**src/analogizer_consts.svh**
```systemverilog
`ifndef ANALOGIZER_CONSTS_SVH
`define ANALOGIZER_CONSTS_SVH

// colour channel width as delivered by the core
`define ANALOGIZER_PIX_W 8

// dac channel width, the upper bits of each channel survive
`define ANALOGIZER_DAC_W 6

// width of the analog video type code
`define ANALOGIZER_MODE_W 4

// pixel in to bank pins, in video clocks
`define ANALOGIZER_LATENCY 3

// luma weights, units of 1/256
`define ANALOGIZER_Y_R 77
`define ANALOGIZER_Y_G 150
`define ANALOGIZER_Y_B 29

// pb weights, units of 1/256
`define ANALOGIZER_PB_R (-43)
`define ANALOGIZER_PB_G (-85)
`define ANALOGIZER_PB_B 128

// pr weights, units of 1/256
`define ANALOGIZER_PR_R 128
`define ANALOGIZER_PR_G (-107)
`define ANALOGIZER_PR_B (-21)

// mid-scale offset for the colour difference channels
`define ANALOGIZER_CHROMA_OFS 128

`endif
```
**src/analogizer_pkg.sv**
```systemverilog
`include "analogizer_consts.svh"

package analogizer_pkg;

	// one colour channel from the core, also used for y, pb and pr
	typedef logic [`ANALOGIZER_PIX_W-1:0] pix_t;

	// one channel as seen by the video dac on the adapter
	typedef logic [`ANALOGIZER_DAC_W-1:0] dac_t;

	// output standard after decoding the analog video type code
	// rgbs: csync on the hsync pin
	// rgsb: csync on the dac sync pin, sync on green
	// ypbpr: converted colour space, sync on luma
	// fallback: blue screen with raw hsync
	typedef enum logic [1:0] {
		MODE_RGBS     = 2'd0,
		MODE_RGSB     = 2'd1,
		MODE_YPBPR    = 2'd2,
		MODE_FALLBACK = 2'd3
	} mode_e;

endpackage

```
**src/analogizer_top.sv**
```systemverilog
`include "analogizer_consts.svh"

module analogizer_top (
	input  logic                         video_clk,
	input  logic                         i_arst_n,
	input  logic                         i_ena,
	input  logic [`ANALOGIZER_MODE_W-1:0] i_analog_video_type,
	input  analogizer_pkg::pix_t          i_r,
	input  analogizer_pkg::pix_t          i_g,
	input  analogizer_pkg::pix_t          i_b,
	input  logic                         i_hsync,
	input  logic                         i_csync,
	input  logic                         i_blank_n,
	output logic [7:0]                   o_cart_bank1,
	output logic                         o_cart_bank1_oe,
	output logic [7:0]                   o_cart_bank2,
	output logic                         o_cart_bank2_oe,
	output logic [7:0]                   o_cart_bank3,
	output logic                         o_cart_bank3_oe
);

	// dac side of the adapter
	analogizer_pkg::dac_t dac_r, dac_g, dac_b;
	logic hs_pin, vs_pin, blank_n_pin;

	video_output_select u_video_output_select (
		.video_clk           (video_clk),
		.i_arst_n            (i_arst_n),
		.i_analog_video_type (i_analog_video_type),
		.i_r                 (i_r),
		.i_g                 (i_g),
		.i_b                 (i_b),
		.i_hsync             (i_hsync),
		.i_csync             (i_csync),
		.i_blank_n           (i_blank_n),
		.o_dac_r             (dac_r),
		.o_dac_g             (dac_g),
		.o_dac_b             (dac_b),
		.o_hs_pin            (hs_pin),
		.o_vs_pin            (vs_pin),
		.o_blank_n_pin       (blank_n_pin)
	);

	// cartridge port, no registers past this point
	cart_pin_driver u_cart_pin_driver (
		.video_clk       (video_clk),
		.i_arst_n        (i_arst_n),
		.i_ena           (i_ena),
		.i_dac_r         (dac_r),
		.i_dac_g         (dac_g),
		.i_dac_b         (dac_b),
		.i_hs_pin        (hs_pin),
		.i_vs_pin        (vs_pin),
		.i_blank_n_pin   (blank_n_pin),
		.o_cart_bank1    (o_cart_bank1),
		.o_cart_bank1_oe (o_cart_bank1_oe),
		.o_cart_bank2    (o_cart_bank2),
		.o_cart_bank2_oe (o_cart_bank2_oe),
		.o_cart_bank3    (o_cart_bank3),
		.o_cart_bank3_oe (o_cart_bank3_oe)
	);

endmodule

```
**src/cart_pin_driver.sv**
```systemverilog
`include "analogizer_consts.svh"

module cart_pin_driver (
	input  logic                 video_clk,
	input  logic                 i_arst_n,
	input  logic                 i_ena,
	input  analogizer_pkg::dac_t i_dac_r,
	input  analogizer_pkg::dac_t i_dac_g,
	input  analogizer_pkg::dac_t i_dac_b,
	input  logic                 i_hs_pin,
	input  logic                 i_vs_pin,
	input  logic                 i_blank_n_pin,
	output logic [7:0]           o_cart_bank1,
	output logic                 o_cart_bank1_oe,
	output logic [7:0]           o_cart_bank2,
	output logic                 o_cart_bank2_oe,
	output logic [7:0]           o_cart_bank3,
	output logic                 o_cart_bank3_oe
);

	localparam int DAC_W = `ANALOGIZER_DAC_W;

	logic drive;
	logic [7:0] bank1_d, bank2_d, bank3_d;

	// banks released in reset or while the adapter is off
	assign drive = i_arst_n & i_ena;

	// bank 3, red then hsync and vsync
	assign bank3_d = {i_dac_r, i_hs_pin, i_vs_pin};
	// bank 2, blue lsb, blank and green
	assign bank2_d = {i_dac_b[0], i_blank_n_pin, i_dac_g};
	// bank 1, controller pins unused, pixel clock to the dac, upper blue
	assign bank1_d = {2'b00, video_clk, i_dac_b[DAC_W-1:1]};

	assign o_cart_bank1 = drive ? bank1_d : '0;
	assign o_cart_bank2 = drive ? bank2_d : '0;
	assign o_cart_bank3 = drive ? bank3_d : '0;

	assign o_cart_bank1_oe = drive;
	assign o_cart_bank2_oe = drive;
	assign o_cart_bank3_oe = drive;

endmodule

```
**src/video_output_select.sv**
```systemverilog
`include "analogizer_consts.svh"

module video_output_select (
	input  logic                         video_clk,
	input  logic                         i_arst_n,
	input  logic [`ANALOGIZER_MODE_W-1:0] i_analog_video_type,
	input  analogizer_pkg::pix_t          i_r,
	input  analogizer_pkg::pix_t          i_g,
	input  analogizer_pkg::pix_t          i_b,
	input  logic                         i_hsync,
	input  logic                         i_csync,
	input  logic                         i_blank_n,
	output analogizer_pkg::dac_t          o_dac_r,
	output analogizer_pkg::dac_t          o_dac_g,
	output analogizer_pkg::dac_t          o_dac_b,
	output logic                         o_hs_pin,
	output logic                         o_vs_pin,
	output logic                         o_blank_n_pin
);

	localparam int LAT   = `ANALOGIZER_LATENCY;
	localparam int PIX_W = `ANALOGIZER_PIX_W;
	localparam int DAC_W = `ANALOGIZER_DAC_W;

	analogizer_pkg::mode_e mode_in;
	analogizer_pkg::pix_t  mask_r, mask_g, mask_b;
	analogizer_pkg::pix_t  conv_y, conv_pb, conv_pr;

	// delay line, index LAT-1 lines up with the converter output
	analogizer_pkg::mode_e mode_q [LAT];
	analogizer_pkg::pix_t  r_q [LAT];
	analogizer_pkg::pix_t  g_q [LAT];
	analogizer_pkg::pix_t  b_q [LAT];
	logic [LAT-1:0]        hs_q, cs_q, bl_q;

	// codes 0/8, 1/9 and 2/10 pick a standard, y/c and scandoubler codes fall through
	always_comb begin
		case (i_analog_video_type)
			4'h0, 4'h8: mode_in = analogizer_pkg::MODE_RGBS;
			4'h1, 4'h9: mode_in = analogizer_pkg::MODE_RGSB;
			4'h2, 4'hA: mode_in = analogizer_pkg::MODE_YPBPR;
			default:    mode_in = analogizer_pkg::MODE_FALLBACK;
		endcase
	end

	// some cores leave colour on the bus during blanking
	assign mask_r = i_blank_n ? i_r : '0;
	assign mask_g = i_blank_n ? i_g : '0;
	assign mask_b = i_blank_n ? i_b : '0;

	rgb_to_ypbpr u_rgb_to_ypbpr (
		.video_clk (video_clk),
		.i_arst_n  (i_arst_n),
		.i_r       (mask_r),
		.i_g       (mask_g),
		.i_b       (mask_b),
		.o_y       (conv_y),
		.o_pb      (conv_pb),
		.o_pr      (conv_pr)
	);

	// mode travels with its pixel so a switch lands on the right pixel
	always_ff @(posedge video_clk or negedge i_arst_n) begin
		if (!i_arst_n) begin
			for (int i = 0; i < LAT; i++) begin
				mode_q[i] <= analogizer_pkg::MODE_RGBS;
				r_q[i]    <= '0;
				g_q[i]    <= '0;
				b_q[i]    <= '0;
			end
			hs_q <= '0;
			cs_q <= '0;
			bl_q <= '0;
		end else begin
			mode_q[0] <= mode_in;
			r_q[0]    <= mask_r;
			g_q[0]    <= mask_g;
			b_q[0]    <= mask_b;
			for (int i = 1; i < LAT; i++) begin
				mode_q[i] <= mode_q[i-1];
				r_q[i]    <= r_q[i-1];
				g_q[i]    <= g_q[i-1];
				b_q[i]    <= b_q[i-1];
			end
			hs_q <= {hs_q[LAT-2:0], i_hsync};
			cs_q <= {cs_q[LAT-2:0], i_csync};
			bl_q <= {bl_q[LAT-2:0], i_blank_n};
		end
	end

	// per-mode pin choice on the last stage
	always_comb begin
		case (mode_q[LAT-1])
			analogizer_pkg::MODE_RGBS: begin
				o_dac_r       = r_q[LAT-1][PIX_W-1 -: DAC_W];
				o_dac_g       = g_q[LAT-1][PIX_W-1 -: DAC_W];
				o_dac_b       = b_q[LAT-1][PIX_W-1 -: DAC_W];
				o_hs_pin      = cs_q[LAT-1];
				o_vs_pin      = 1'b1;
				o_blank_n_pin = bl_q[LAT-1];
			end
			analogizer_pkg::MODE_RGSB: begin
				o_dac_r       = r_q[LAT-1][PIX_W-1 -: DAC_W];
				o_dac_g       = g_q[LAT-1][PIX_W-1 -: DAC_W];
				o_dac_b       = b_q[LAT-1][PIX_W-1 -: DAC_W];
				// csync to the dac sync pin for the sog switch
				o_hs_pin      = 1'b1;
				o_vs_pin      = cs_q[LAT-1];
				o_blank_n_pin = bl_q[LAT-1];
			end
			analogizer_pkg::MODE_YPBPR: begin
				// pr on red, y on green, pb on blue
				o_dac_r       = conv_pr[PIX_W-1 -: DAC_W];
				o_dac_g       = conv_y[PIX_W-1 -: DAC_W];
				o_dac_b       = conv_pb[PIX_W-1 -: DAC_W];
				o_hs_pin      = 1'b1;
				o_vs_pin      = cs_q[LAT-1];
				// the dac would blank the sync tip otherwise
				o_blank_n_pin = 1'b1;
			end
			default: begin
				// blue screen, raw hsync
				o_dac_r       = '0;
				o_dac_g       = '0;
				o_dac_b       = '1;
				o_hs_pin      = hs_q[LAT-1];
				o_vs_pin      = 1'b1;
				o_blank_n_pin = bl_q[LAT-1];
			end
		endcase
	end

endmodule

```
**src/rgb_to_ypbpr.sv**
```systemverilog
`include "analogizer_consts.svh"

module rgb_to_ypbpr (
	input  logic                video_clk,
	input  logic                i_arst_n,
	input  analogizer_pkg::pix_t i_r,
	input  analogizer_pkg::pix_t i_g,
	input  analogizer_pkg::pix_t i_b,
	output analogizer_pkg::pix_t o_y,
	output analogizer_pkg::pix_t o_pb,
	output analogizer_pkg::pix_t o_pr
);

	localparam int PIX_W   = `ANALOGIZER_PIX_W;
	// unsigned pixel times a coefficient below 256 in magnitude
	localparam int PROD_W  = PIX_W + 10;
	// headroom for three products
	localparam int SUM_W   = PROD_W + 2;
	// after dropping the 8 fraction bits
	localparam int RES_W   = SUM_W - 8;
	localparam int PIX_MAX = (1 << PIX_W) - 1;

	// rows y, pb, pr; columns r, g, b
	localparam int COEF [3][3] = '{
		'{`ANALOGIZER_Y_R,  `ANALOGIZER_Y_G,  `ANALOGIZER_Y_B},
		'{`ANALOGIZER_PB_R, `ANALOGIZER_PB_G, `ANALOGIZER_PB_B},
		'{`ANALOGIZER_PR_R, `ANALOGIZER_PR_G, `ANALOGIZER_PR_B}
	};
	// luma sits on black, chroma on mid-scale
	localparam int OFS [3] = '{0, `ANALOGIZER_CHROMA_OFS, `ANALOGIZER_CHROMA_OFS};

	logic signed [PROD_W-1:0] prod_q [3][3];
	logic signed [SUM_W-1:0]  row_sum [3];
	logic signed [RES_W-1:0]  row_scaled [3];
	logic signed [RES_W-1:0]  scaled_q [3];
	analogizer_pkg::pix_t     clamp_q [3];

	// zero extended pixel times signed weight
	function automatic logic signed [PROD_W-1:0] mul(input analogizer_pkg::pix_t p, input int c);
		logic signed [PROD_W-1:0] ps;
		logic signed [PROD_W-1:0] cs;
		ps = $signed({{(PROD_W-PIX_W){1'b0}}, p});
		cs = PROD_W'(c);
		mul = ps * cs;
	endfunction

	// saturate to the 8-bit pixel range
	function automatic analogizer_pkg::pix_t clamp(input logic signed [RES_W-1:0] v);
		if (v < 0)
			clamp = '0;
		else if (v > PIX_MAX)
			clamp = '1;
		else
			clamp = v[PIX_W-1:0];
	endfunction

	// stage 1, nine products
	always_ff @(posedge video_clk or negedge i_arst_n) begin
		if (!i_arst_n) begin
			for (int row = 0; row < 3; row++) begin
				for (int col = 0; col < 3; col++) begin
					prod_q[row][col] <= '0;
				end
			end
		end else begin
			for (int row = 0; row < 3; row++) begin
				prod_q[row][0] <= mul(i_r, COEF[row][0]);
				prod_q[row][1] <= mul(i_g, COEF[row][1]);
				prod_q[row][2] <= mul(i_b, COEF[row][2]);
			end
		end
	end

	// row sums, arithmetic shift floors toward minus infinity
	always_comb begin
		for (int row = 0; row < 3; row++) begin
			row_sum[row] = SUM_W'(prod_q[row][0]) + SUM_W'(prod_q[row][1])
				+ SUM_W'(prod_q[row][2]);
			row_scaled[row] = RES_W'(row_sum[row] >>> 8) + RES_W'(OFS[row]);
		end
	end

	// stage 2 holds the scaled sums, stage 3 the clamped result
	always_ff @(posedge video_clk or negedge i_arst_n) begin
		if (!i_arst_n) begin
			for (int row = 0; row < 3; row++) begin
				scaled_q[row] <= '0;
				clamp_q[row]  <= '0;
			end
		end else begin
			for (int row = 0; row < 3; row++) begin
				scaled_q[row] <= row_scaled[row];
				clamp_q[row]  <= clamp(scaled_q[row]);
			end
		end
	end

	assign o_y  = clamp_q[0];
	assign o_pb = clamp_q[1];
	assign o_pr = clamp_q[2];

endmodule

```
**config.mk**
```make
export PLATFORM = sky130hd
export DESIGN_NAME = analogizer_top
export DESIGN_NICKNAME = d
export VERILOG_FILES = /design/src/analogizer_pkg.sv /design/src/analogizer_top.sv /design/src/cart_pin_driver.sv /design/src/video_output_select.sv /design/src/rgb_to_ypbpr.sv
export VERILOG_INCLUDE_DIRS = /design/src
export SDC_FILE = /design/constraint.sdc
export NUM_CORES = 1
export LEC_CHECK = 0
export BUFFER_PORTS_ARGS = -buffer_cell sky130_fd_sc_hd__buf_2
export CAP_MARGIN = 20
export CORE_MARGIN = 8
export CORE_UTILIZATION = 55
export DETAILED_ROUTE_END_ITERATION = 8
export PLACE_DENSITY = 0.75
export SETUP_SLACK_MARGIN = 0.4
export SYNTH_ARGS = -nofsm -noshare
export SYNTH_HDL_FRONTEND = slang
export SYNTH_HIERARCHICAL = 1
export SYNTH_SLANG_ARGS = --single-unit
```
**constraint.sdc**
```tcl
create_clock -name video_clk -period 9.6 [get_ports video_clk]
set_input_delay 0.96 -clock video_clk [delete_from_list [all_inputs] [get_ports video_clk]]
set_output_delay 0.96 -clock video_clk [all_outputs]
set_load 0.05 [all_outputs]
```
==> flow_summary.json, run 1 <==
{
  "status": "complete, no violations",
  "setup_viol": 0,
  "finish.utilization_pct": 61.26,
  "route.met2.wl_mm": 16.15,
  "fp.dieW_um": 186.2,
  "multi_input_comb_area_um2": 9468,
  "whs_ps": 336.5,
  "path_max_fanout": 2,
  "hold_violations": 0,
  "p_comb_share_pct": 47.4,
  "antenna_found_initial": 1,
  "p_leak_uw": 0.009294,
  "dp.cells": 1830,
  "slew_violations": 0,
  "routed_wl_mm": 32.76,
  "switching_power_uw": 1727,
  "maxSlewHeadroom_pct": 45.43,
  "cts_hold_buf": 0,
  "syn_inst": 1406,
  "drive_above_1_share_pct": 8.244,
  "drt-met1-wl_mm": 14.27,
  "power_frac_clock_pct": 22.4,
  "routed.top_layer": "met4",
  "syn_to_final_growth_pct": 10.02,
  "fin_cells": 1876,
  "ant_nets": 0,
  "grt_pass1_vias": 10630,
  "clk_latency_ps": 640,
  "yosys_warnings": 6,
  "place_hpwl_mm": 24.79,
  "grt_max_degree": 117,
  "die_area_um2": 34680,
  "die_h_um": 186.2,
  "grt_pass1_wl_mm": 53.74,
  "gp_congestion": 0.8471,
  "std_cell_rows": 62,
  "wl_met3_mm": 1.438,
  "drv_cap": 0,
  "route.detailed.drc": 0,
  "power.density_nw_per_um2": 256.1,
  "drt_iter0_drc": 600,
  "layout.nets": 1934,
  "end_kind": "primary output",
  "p_total_uw": 4491,
  "core_area_um2": 28630,
  "cts_resized": 0,
  "final_cell_mix": "328 x ha_1, 226 x dfrtp_1, 184 x inv_1, 97 x fa_1, 69 x nor2_1",
  "dr.pass1.iters": 5,
  "seqCellArea_um2": 5655,
  "vias_per_cell": 5.443,
  "grt_setup_unrepaired": "false",
  "port_buffers": 57,
  "num_antenna_cells": 0,
  "initial_core_util_pct": 55.68,
  "final_common_cell": "ha_1",
  "swShare_pct": 38.45,
  "via_count": 10210,
  "worst_slew_pin_slew_ps": 818.6,
  "totalNegativeSetupSlack_ps": 0,
  "cp.required_ps": 8640,
  "intPower_uw": 2764,
  "crit_arrival_ps": 5440,
  "ir_drop_mv": 0.1306,
  "synthesis.area_um2": 15940,
  "hold_class": "flop to flop",
  "cts_setup_buffers": 0,
  "avgRoutedWirePerCell_um": 17.46,
  "grt-ovfl-total": 0,
  "io_pins": 61,
  "syn_area_per_cell_um2": 11.34,
  "path_clk_slew_ps": 70,
  "path_class": "clock port to primary output",
  "cts_tree": "done",
  "grt_usage_pct": 19.66,
  "worst_setup_path_start_kind": "clock port",
  "p_seq_share_pct": 30.2,
  "fin_skew_ps": 12.93,
  "fill_cells": 2196
}
==> worst paths after layout <==
check                                                                          startpoint                                                           to  slack, ps  cells past startpoint
worst max-delay path                                                            video_clk                                              o_cart_bank1[5]       3200                      4
worst min register to register                    u_video_output_select/bl_q[1]$_DFF_PN0_                      u_video_output_select/bl_q[2]$_DFF_PN0_        340                      0
max in group asynchronous                                                        i_arst_n    u_video_output_select/u_rgb_to_ypbpr/prod_q[98]$_DFF_PN0_       8060                      2
worst max register to register  u_video_output_select/u_rgb_to_ypbpr/prod_q[90]$_DFF_PN0_  u_video_output_select/u_rgb_to_ypbpr/scaled_q[11]$_DFF_PN0_       5890                     12
min in group asynchronous                                                        i_arst_n   u_video_output_select/u_rgb_to_ypbpr/scaled_q[7]$_DFF_PN0_        370                      1
worst min-delay path                              u_video_output_select/bl_q[1]$_DFF_PN0_                      u_video_output_select/bl_q[2]$_DFF_PN0_        340                      0
==> critical path, cell delays in order <==
cell       delay, ps
clkbuf_16        120
clkbuf_16        120
and3_2           190
buf_2            210
==> state kept, by name (all words and copies together) (netlist names) <==
| signal | cells |
|---|---|
| u_video_output_select/bl_q | 3 |
| u_video_output_select/b_q | 18 |
| u_video_output_select/cs_q | 3 |
| u_video_output_select/g_q | 18 |
| u_video_output_select/u_rgb_to_ypbpr/o_pb | 6 |
| u_video_output_select/u_rgb_to_ypbpr/o_y | 6 |
| u_video_output_select/mode_q | 6 |
| u_video_output_select/u_rgb_to_ypbpr/o_pr | 6 |
| u_video_output_select/hs_q | 3 |
| u_video_output_select/u_rgb_to_ypbpr/scaled_q | 27 |
| u_video_output_select/u_rgb_to_ypbpr/prod_q | 112 |
| u_video_output_select/r_q | 18 |
==> layer usage <==
layer | vias up | GRT usage, %
met5 | - | 0
li1 | 4910 | -
met2 | 226 | 33.96
met4 | 0 | 5.907
met1 | 5024 | 25.72
met3 | 51 | 2.331
==> power groups by stage <==
stage / Clock (uW) / Combinational, uW / Sequential (uW)
2_1_floorplan: 5.60 / 1630 / 1320
3_3_place_gp: 6.49 / 1990 / 1360
3_5_place_dp: 6.49 / 2080 / 1370
4_1_cts: 1030 / 2120 / 1360
5_1_grt: 1070 / 2420 / 1380
6_report: 1010 / 2130 / 1360
==> final cells by class <==
type / count / area share [%]
multi-input combinational: 974 / 53.99
sequential: 226 / 32.25
clock buffer: 34 / 4.117
inverter: 184 / 3.939
tap: 384 / 2.740
timing repair buffer: 62 / 2.026
clock inverter: 12 / 0.9347
==> per-stage QoR <==
step / worst slack (ps) / area, um2
2_1_floorplan: 3544 / 15940
4_1_cts: 3197 / 17510
6_report: 3201 / 17540
3_5_place_dp: 3460 / 16630
5_1_grt: 3193 / 17540
3_3_place_gp: 3461 / 16630
(Power assumes the default switching activity.)
==> inputs of run 2 (changes only) <==
--- a/config.mk
+++ b/config.mk
@@ -11,7 +11,7 @@
 export CORE_MARGIN = 8
 export CORE_UTILIZATION = 55
 export DETAILED_ROUTE_END_ITERATION = 8
-export PLACE_DENSITY = 0.75
+export PLACE_DENSITY = 0.78
 export SETUP_SLACK_MARGIN = 0.4
 export SYNTH_ARGS = -nofsm -noshare
 export SYNTH_HDL_FRONTEND = slang
==> constraint.sdc (replaced) <==
create_clock -name video_clk -period 5.3 [get_ports video_clk]
set_input_delay 0.53 -clock video_clk [delete_from_list [all_inputs] [get_ports video_clk]]
set_output_delay 0.53 -clock video_clk [all_outputs]
set_load 0.05 [all_outputs]
==> run 2 against run 1 <==
Register-to-register slack got worse by 4400 ps. Final area rose by 1.3%. Utilization rose by 0.78 points. Worst hold slack got worse by 230 ps. Clock skew barely moved. Largest power group unchanged.
==> flow_summary.json, run 2 (synthesized netlist as in run 1, its figures left out) <==
{
  "status": "complete, no violations",
  "cts_tree": "done",
  "crit_top_cell": "ha_1",
  "ir_drop_mv": 0.2513,
  "setup_viol": 0,
  "worst_slew_pin_slew_ps": 945.7,
  "grt_max_degree": 171,
  "core_area_um2": 28630,
  "grt_pass1_vias": 11170,
  "period_needed_ps": 4520,
  "grt-ovfl-total": 0,
  "gp_congestion": 0.9047,
  "drive_above_1_share_pct": 9.445,
  "dp.cells": 1848,
  "p_leak_uw": 0.009426,
  "use_met1_pct": 25.62,
  "largest_register_ffs": 112,
  "num_antenna_cells": 0,
  "path_max_fanout": 21,
  "reg2reg_depth": 12,
  "vias_per_cell": 5.441,
  "path_class": "input port to flop",
  "rrSetupSlack_ps": 1450,
  "hold_class": "input port to flop",
  "final_cell_mix": "328 x ha_1, 226 x dfrtp_1, 184 x inv_1, 97 x fa_1, 69 x nor2_1",
  "drv_cap": 0,
  "initial_core_util_pct": 55.68,
  "groute.layer.met2.usage_pct": 37.71,
  "cp_slowest_cell": "fa_1",
  "grt_pass1_wl_mm": 56.88,
  "hold_depth": 2,
  "worst_setup_path_start_kind": "input port",
  "final_common_cell": "ha_1",
  "dp_slack_ps": 278.4,
  "end_kind": "flop",
  "io_pins": 61,
  "via_count": 10330,
  "path_clk_slew_ps": 60,
  "crit_arrival_ps": 4990,
  "reg.largest.list": "u_video_output_select/u_rgb_to_ypbpr/prod_q: 112 flops, u_video_output_select/u_rgb_to_ypbpr/scaled_q: 27 flops",
  "finalCritPeriodShare_pct": 85.29,
  "setup_ws_ps": 779.8,
  "regMostFlops": "u_video_output_select/u_rgb_to_ypbpr/prod_q",
  "grt_setup_unrepaired": "false",
  "critPathBufInv": 5,
  "place_hpwl_mm": 27.04,
  "die_area_um2": 34680,
  "cp.required_ps": 5770,
  "fmax_mhz": 221.2,
  "fin_cells": 1898,
  "drt_iter0_drc": 495,
  "power.density_nw_per_um2": 467.1,
  "hold_violations": 0,
  "path_depth": 18,
  "clk_latency_ps": 630,
  "die_h_um": 186.2,
  "crit_family": "adder cells",
  "reg2reg_to": "u_video_output_select/u_rgb_to_ypbpr/scaled_q[11]$_DFF_PN0_",
  "slowest_delay_ps": 540,
  "layout.nets": 1955,
  "dr.pass1.iters": 5,
  "avgRoutedWirePerCell_um": 18.44,
  "grt_usage_pct": 21.13,
  "use_met3_pct": 3.050,
  "critPathLaunch": "i_blank_n",
  "worstHoldStart": "i_analog_video_type[0]",
  "route.detailed.drc": 0,
  "maxSlewHeadroom_pct": 36.96,
  "slew_violations": 0,
  "path_cells": "buf_2 > buf_4 > and2_1 > ha_1 > inv_1 > ha_1 > ha_1 > inv_1 > fa_1 > inv_1 > ha_1 > a21oi_1 > o21bai_1 > a21oi_1 > o21bai_1 > a21oi_1 > nor2_1 > a2111oi_0",
  "port_buffers": 57,
  "routed_wl_mm": 35.00,
  "ant_nets": 0,
  "std_cell_rows": 62,
  "hold_path_end": "u_video_output_select/mode_q[4]$_DFF_PN0_",
  "syn_to_final_growth_pct": 11.42,
  "fin_skew_ps": 13.15,
  "grt-busiest-layer": "met2",
  "antenna_found_initial": 2,
  "totalNegativeSetupSlack_ps": 0,
  "r2r-start": "u_video_output_select/u_rgb_to_ypbpr/prod_q[90]$_DFF_PN0_",
  "fp.dieW_um": 186.2
}
==> run 2: final cells by class <==
cell class | instances | area [um2]
sequential | 226 | 5655
inverter | 184 | 690.7
clock buffer | 36 | 782.0
multi-input combinational | 974 | 9468
clock inverter | 12 | 177.7
timing repair buffer | 82 | 505.5
fill | 2214 | 10870
tap | 384 | 480.5
==> run 2: metrics by stage <==
stage	hold slack, ps	instance area (um2)	power, uW	util [%]
2_1_floorplan	234.4	15940	5350	-
3_3_place_gp	331.4	16770	6140	58.60
3_5_place_dp	334.7	16770	6307	58.60
4_1_cts	1.348	17750	8317	62.01
5_1_grt	81.17	17760	8953	62.04
6_report	104.7	17760	8295	62.04
==> run 2: report_power, final <==
part / total (uW) / internal [uW] / switching (uW)
Combinational: 3900 / 1690 / 2200
Clock: 1930 / 1230 / 706
Sequential: 2460 / 2220 / 242
Total: 8290 / 5140 / 3150
==> run 2: worst max-delay path by stage <==
stage | slack [ps] | end
global route | 490 | u_video_output_select/u_rgb_to_ypbpr/prod_q[34]$_DFF_PN0_
finish | 780 | u_video_output_select/u_rgb_to_ypbpr/prod_q[34]$_DFF_PN0_
CTS | 810 | u_video_output_select/u_rgb_to_ypbpr/prod_q[34]$_DFF_PN0_
floorplan | 750 | u_video_output_select/u_rgb_to_ypbpr/prod_q[14]$_DFF_PN0_
global placement | 380 | u_video_output_select/u_rgb_to_ypbpr/prod_q[87]$_DFF_PN0_
detailed placement | 280 | u_video_output_select/u_rgb_to_ypbpr/prod_q[87]$_DFF_PN0_
==> run 2: routing by layer <==
layer,wire length (um),vias up
met1,15020,5114
met5,13,-
met2,17670,188
met4,1107,2
met3,1196,70
li1,-,4953
==> run 2: worst reg2reg max path, cell delays in order, from the launching register on <==
cell and delay (ps):
dfrtp_1 390, inv_1 120, fa_1 490, inv_1 40
ha_1 310, nand4_1 130, a211oi_1 620, o311a_1 350
o41a_1 240, mux2i_1 230, nand3_2 130, ha_1 260
o41ai_1 400
==> run 2: what timing repair did <==
item	in CTS	in global routing
buffers inserted	0	0
endpoints found under the hold margin	57	1
resized for setup	0	0
hold buffers	2	1
==> inputs of run 3 (changes only) <==
--- a/config.mk
+++ b/config.mk
@@ -11,7 +11,7 @@
 export CORE_MARGIN = 8
 export CORE_UTILIZATION = 55
 export DETAILED_ROUTE_END_ITERATION = 8
-export PLACE_DENSITY = 0.78
+export PLACE_DENSITY = 0.75
 export SETUP_SLACK_MARGIN = 0.4
 export SYNTH_ARGS = -nofsm -noshare
 export SYNTH_HDL_FRONTEND = slang
==> constraint.sdc (replaced) <==
create_clock -name video_clk -period 5.4 [get_ports video_clk]
set_input_delay 0.54 -clock video_clk [delete_from_list [all_inputs] [get_ports video_clk]]
set_output_delay 0.54 -clock video_clk [all_outputs]
set_load 0.05 [all_outputs]
==> run 3 against run 2 <==
First-iteration DRC count rose by 20%. Clock power down 7%. Via count decreased by 0.68%. Register-to-register slack improved by 250 ps. Clock skew barely moved. Total power decreased by 3.5%. Combinational power down 3%. Worst hold slack worse by 67 ps. Critical path depth is 2 lower. Critical path type unchanged. Highest routed layer is now met4.
==> flow_summary.json, run 3 (synthesized netlist as in run 1, its figures left out) <==
{
  "status": "complete, no violations",
  "place_hpwl_mm": 25.61,
  "grt-ovfl-total": 0,
  "drive_above_1_share_pct": 9.379,
  "reg2reg_depth": 12,
  "routed_wl_mm": 32.39,
  "whs_ps": 37.46,
  "crit_arrival_ps": 5030,
  "grt_pass1_wl_mm": 53.62,
  "power.density_nw_per_um2": 452.2,
  "p_leak_uw": 0.009405,
  "final_cell_mix": "328 x ha_1, 226 x dfrtp_1, 184 x inv_1, 97 x fa_1, 69 x nor2_1",
  "core_area_um2": 28630,
  "antenna_found_initial": 1,
  "cp.required_ps": 5890,
  "final_common_cell": "ha_1",
  "cp_slowest_cell": "fa_1",
  "drt_iter0_drc": 595,
  "path_cells": "buf_2 > and2_1 > inv_1 > ha_1 > fa_1 > fa_1 > fa_1 > inv_1 > ha_1 > inv_1 > o21bai_1 > a21oi_1 > o21bai_1 > a21oi_1 > nor2_1 > a2111oi_0",
  "fp.dieW_um": 186.2,
  "largest_register_ffs": 112,
  "grt_max_degree": 124,
  "syn_to_final_growth_pct": 11.01,
  "path_clk_slew_ps": 60,
  "via_count": 10260,
  "cts_tree": "done",
  "io_pins": 61,
  "slowest_delay_ps": 540,
  "worst_slew_pin_slew_ps": 953.7,
  "num_antenna_cells": 0,
  "crit_end": "u_video_output_select/u_rgb_to_ypbpr/prod_q[34]$_DFF_PN0_",
  "path_max_fanout": 25,
  "rrSetupSlack_ps": 1700,
  "port_buffers": 57,
  "hold_class": "input port to flop",
  "gp_congestion": 0.9097,
  "vias_per_cell": 5.404,
  "r2r-start": "u_video_output_select/u_rgb_to_ypbpr/prod_q[90]$_DFF_PN0_",
  "fmax_mhz": 220.0,
  "grt_pass1_vias": 10750,
  "dr.pass1.iters": 5,
  "setup_viol": 0,
  "p_total_uw": 8001,
  "clk_latency_ps": 640,
  "grt_usage_pct": 19.54,
  "drv_cap": 0,
  "slew_violations": 0,
  "die_h_um": 186.2,
  "reg.largest.list": "u_video_output_select/u_rgb_to_ypbpr/prod_q: 112 flops, u_video_output_select/u_rgb_to_ypbpr/scaled_q: 27 flops",
  "reg2reg_to": "u_video_output_select/u_rgb_to_ypbpr/scaled_q[11]$_DFF_PN0_",
  "hold_violations": 0,
  "period_needed_ps": 4546,
  "fin_skew_ps": 12.71,
  "worst_setup_path_start_kind": "input port",
  "initial_core_util_pct": 55.68,
  "path_class": "input port to flop",
  "maxSlewHeadroom_pct": 36.42,
  "route.detailed.drc": 0,
  "finalCritPeriodShare_pct": 84.18,
  "std_cell_rows": 62,
  "avgRoutedWirePerCell_um": 17.07,
  "die_area_um2": 34680,
  "regMostFlops": "u_video_output_select/u_rgb_to_ypbpr/prod_q",
  "layout.nets": 1955,
  "end_kind": "flop",
  "grt_setup_unrepaired": "false",
  "critPathLaunch": "i_blank_n",
  "ir_drop_mv": 0.2149,
  "ant_nets": 0,
  "totalNegativeSetupSlack_ps": 0
}
==> run 3: cell count changes in the layout (fill, tap and decap cells not counted) <==
cell           delta
clkbuf_1          +2
inv_6             -1
clkinv_2          +4
dlygate4sd3_1     -1
clkinvlp_4        -2
buf_4             +2
clkinv_4          +1
clkbuf_16         -1
clkinv_8          +1
clkbuf_8          -4
buf_12            -1
==> run 3: final cells by class <==
class | count | area, um2
clock buffer | 33 | 709.4
clock inverter | 15 | 198.9
fill | 2193 | 10930
inverter | 184 | 690.7
multi-input combinational | 974 | 9468
sequential | 226 | 5655
tap | 384 | 480.5
timing repair buffer | 82 | 490.5
==> run 3: worst min path at each step <==
stage,cells after the start,start,to,slack [ps]
2_1_floorplan,0,i_arst_n,u_video_output_select/b_q[10]$_DFF_PN0_,240
3_5_place_dp,0,u_video_output_select/g_q[18]$_DFF_PN0_,u_video_output_select/g_q[10]$_DFF_PN0_,330
6_report,1,i_csync,u_video_output_select/cs_q[0]$_DFF_PN0_,40
5_1_grt,1,i_csync,u_video_output_select/cs_q[0]$_DFF_PN0_,20
4_1_cts,1,i_csync,u_video_output_select/cs_q[0]$_DFF_PN0_,20
3_3_place_gp,0,u_video_output_select/cs_q[1]$_DFF_PN0_,u_video_output_select/cs_q[2]$_DFF_PN0_,330
==> run 3: power breakdown <==
| part | leakage (uW) | internal (uW) | switching (uW) | total [uW] |
|---|---|---|---|---|
| combinational | 0.00623 | 1650 | 2140 | 3790 |
| clock | 0.000450 | 1130 | 677 | 1800 |
| sequential | 0.00272 | 2180 | 226 | 2410 |
==> run 3: per-stage QoR <==
step	worst slack [ps]	instances	cell area, um2	util [%]
2_1_floorplan	836.1	1407	15940	-
4_1_cts	915.4	1898	17690	61.81
3_5_place_dp	286.1	1849	16770	58.58
5_1_grt	714.1	1898	17690	61.81
3_3_place_gp	391.3	1849	16770	58.58
6_report	854.1	1898	17690	61.81
==> run 3: metal layers <==
layer	share of wire (%)	global-route usage [%]	routed length [um]
met1	44	25.03	14180
met3	4.3	2.525	1403
met5	0	0	0
met2	48	33.74	15630
met4	3.6	6.859	1179
==> run 3: repair_timing <==
action                    in CTS  in global routing
hold buffers                   2                  0
setup buffers                  0                  0
gates resized for setup        0                  0
hold endpoints to repair      84                  0
==> run 3: critical path, delay by kind of cell <==
kind	cells	cell delay [ps]
adder cells (fa/ha/maj)	5	2250
AO/OA/AOI/OAI	5	1130
buffers and inverters	4	590
AND/OR/NAND/NOR	2	510
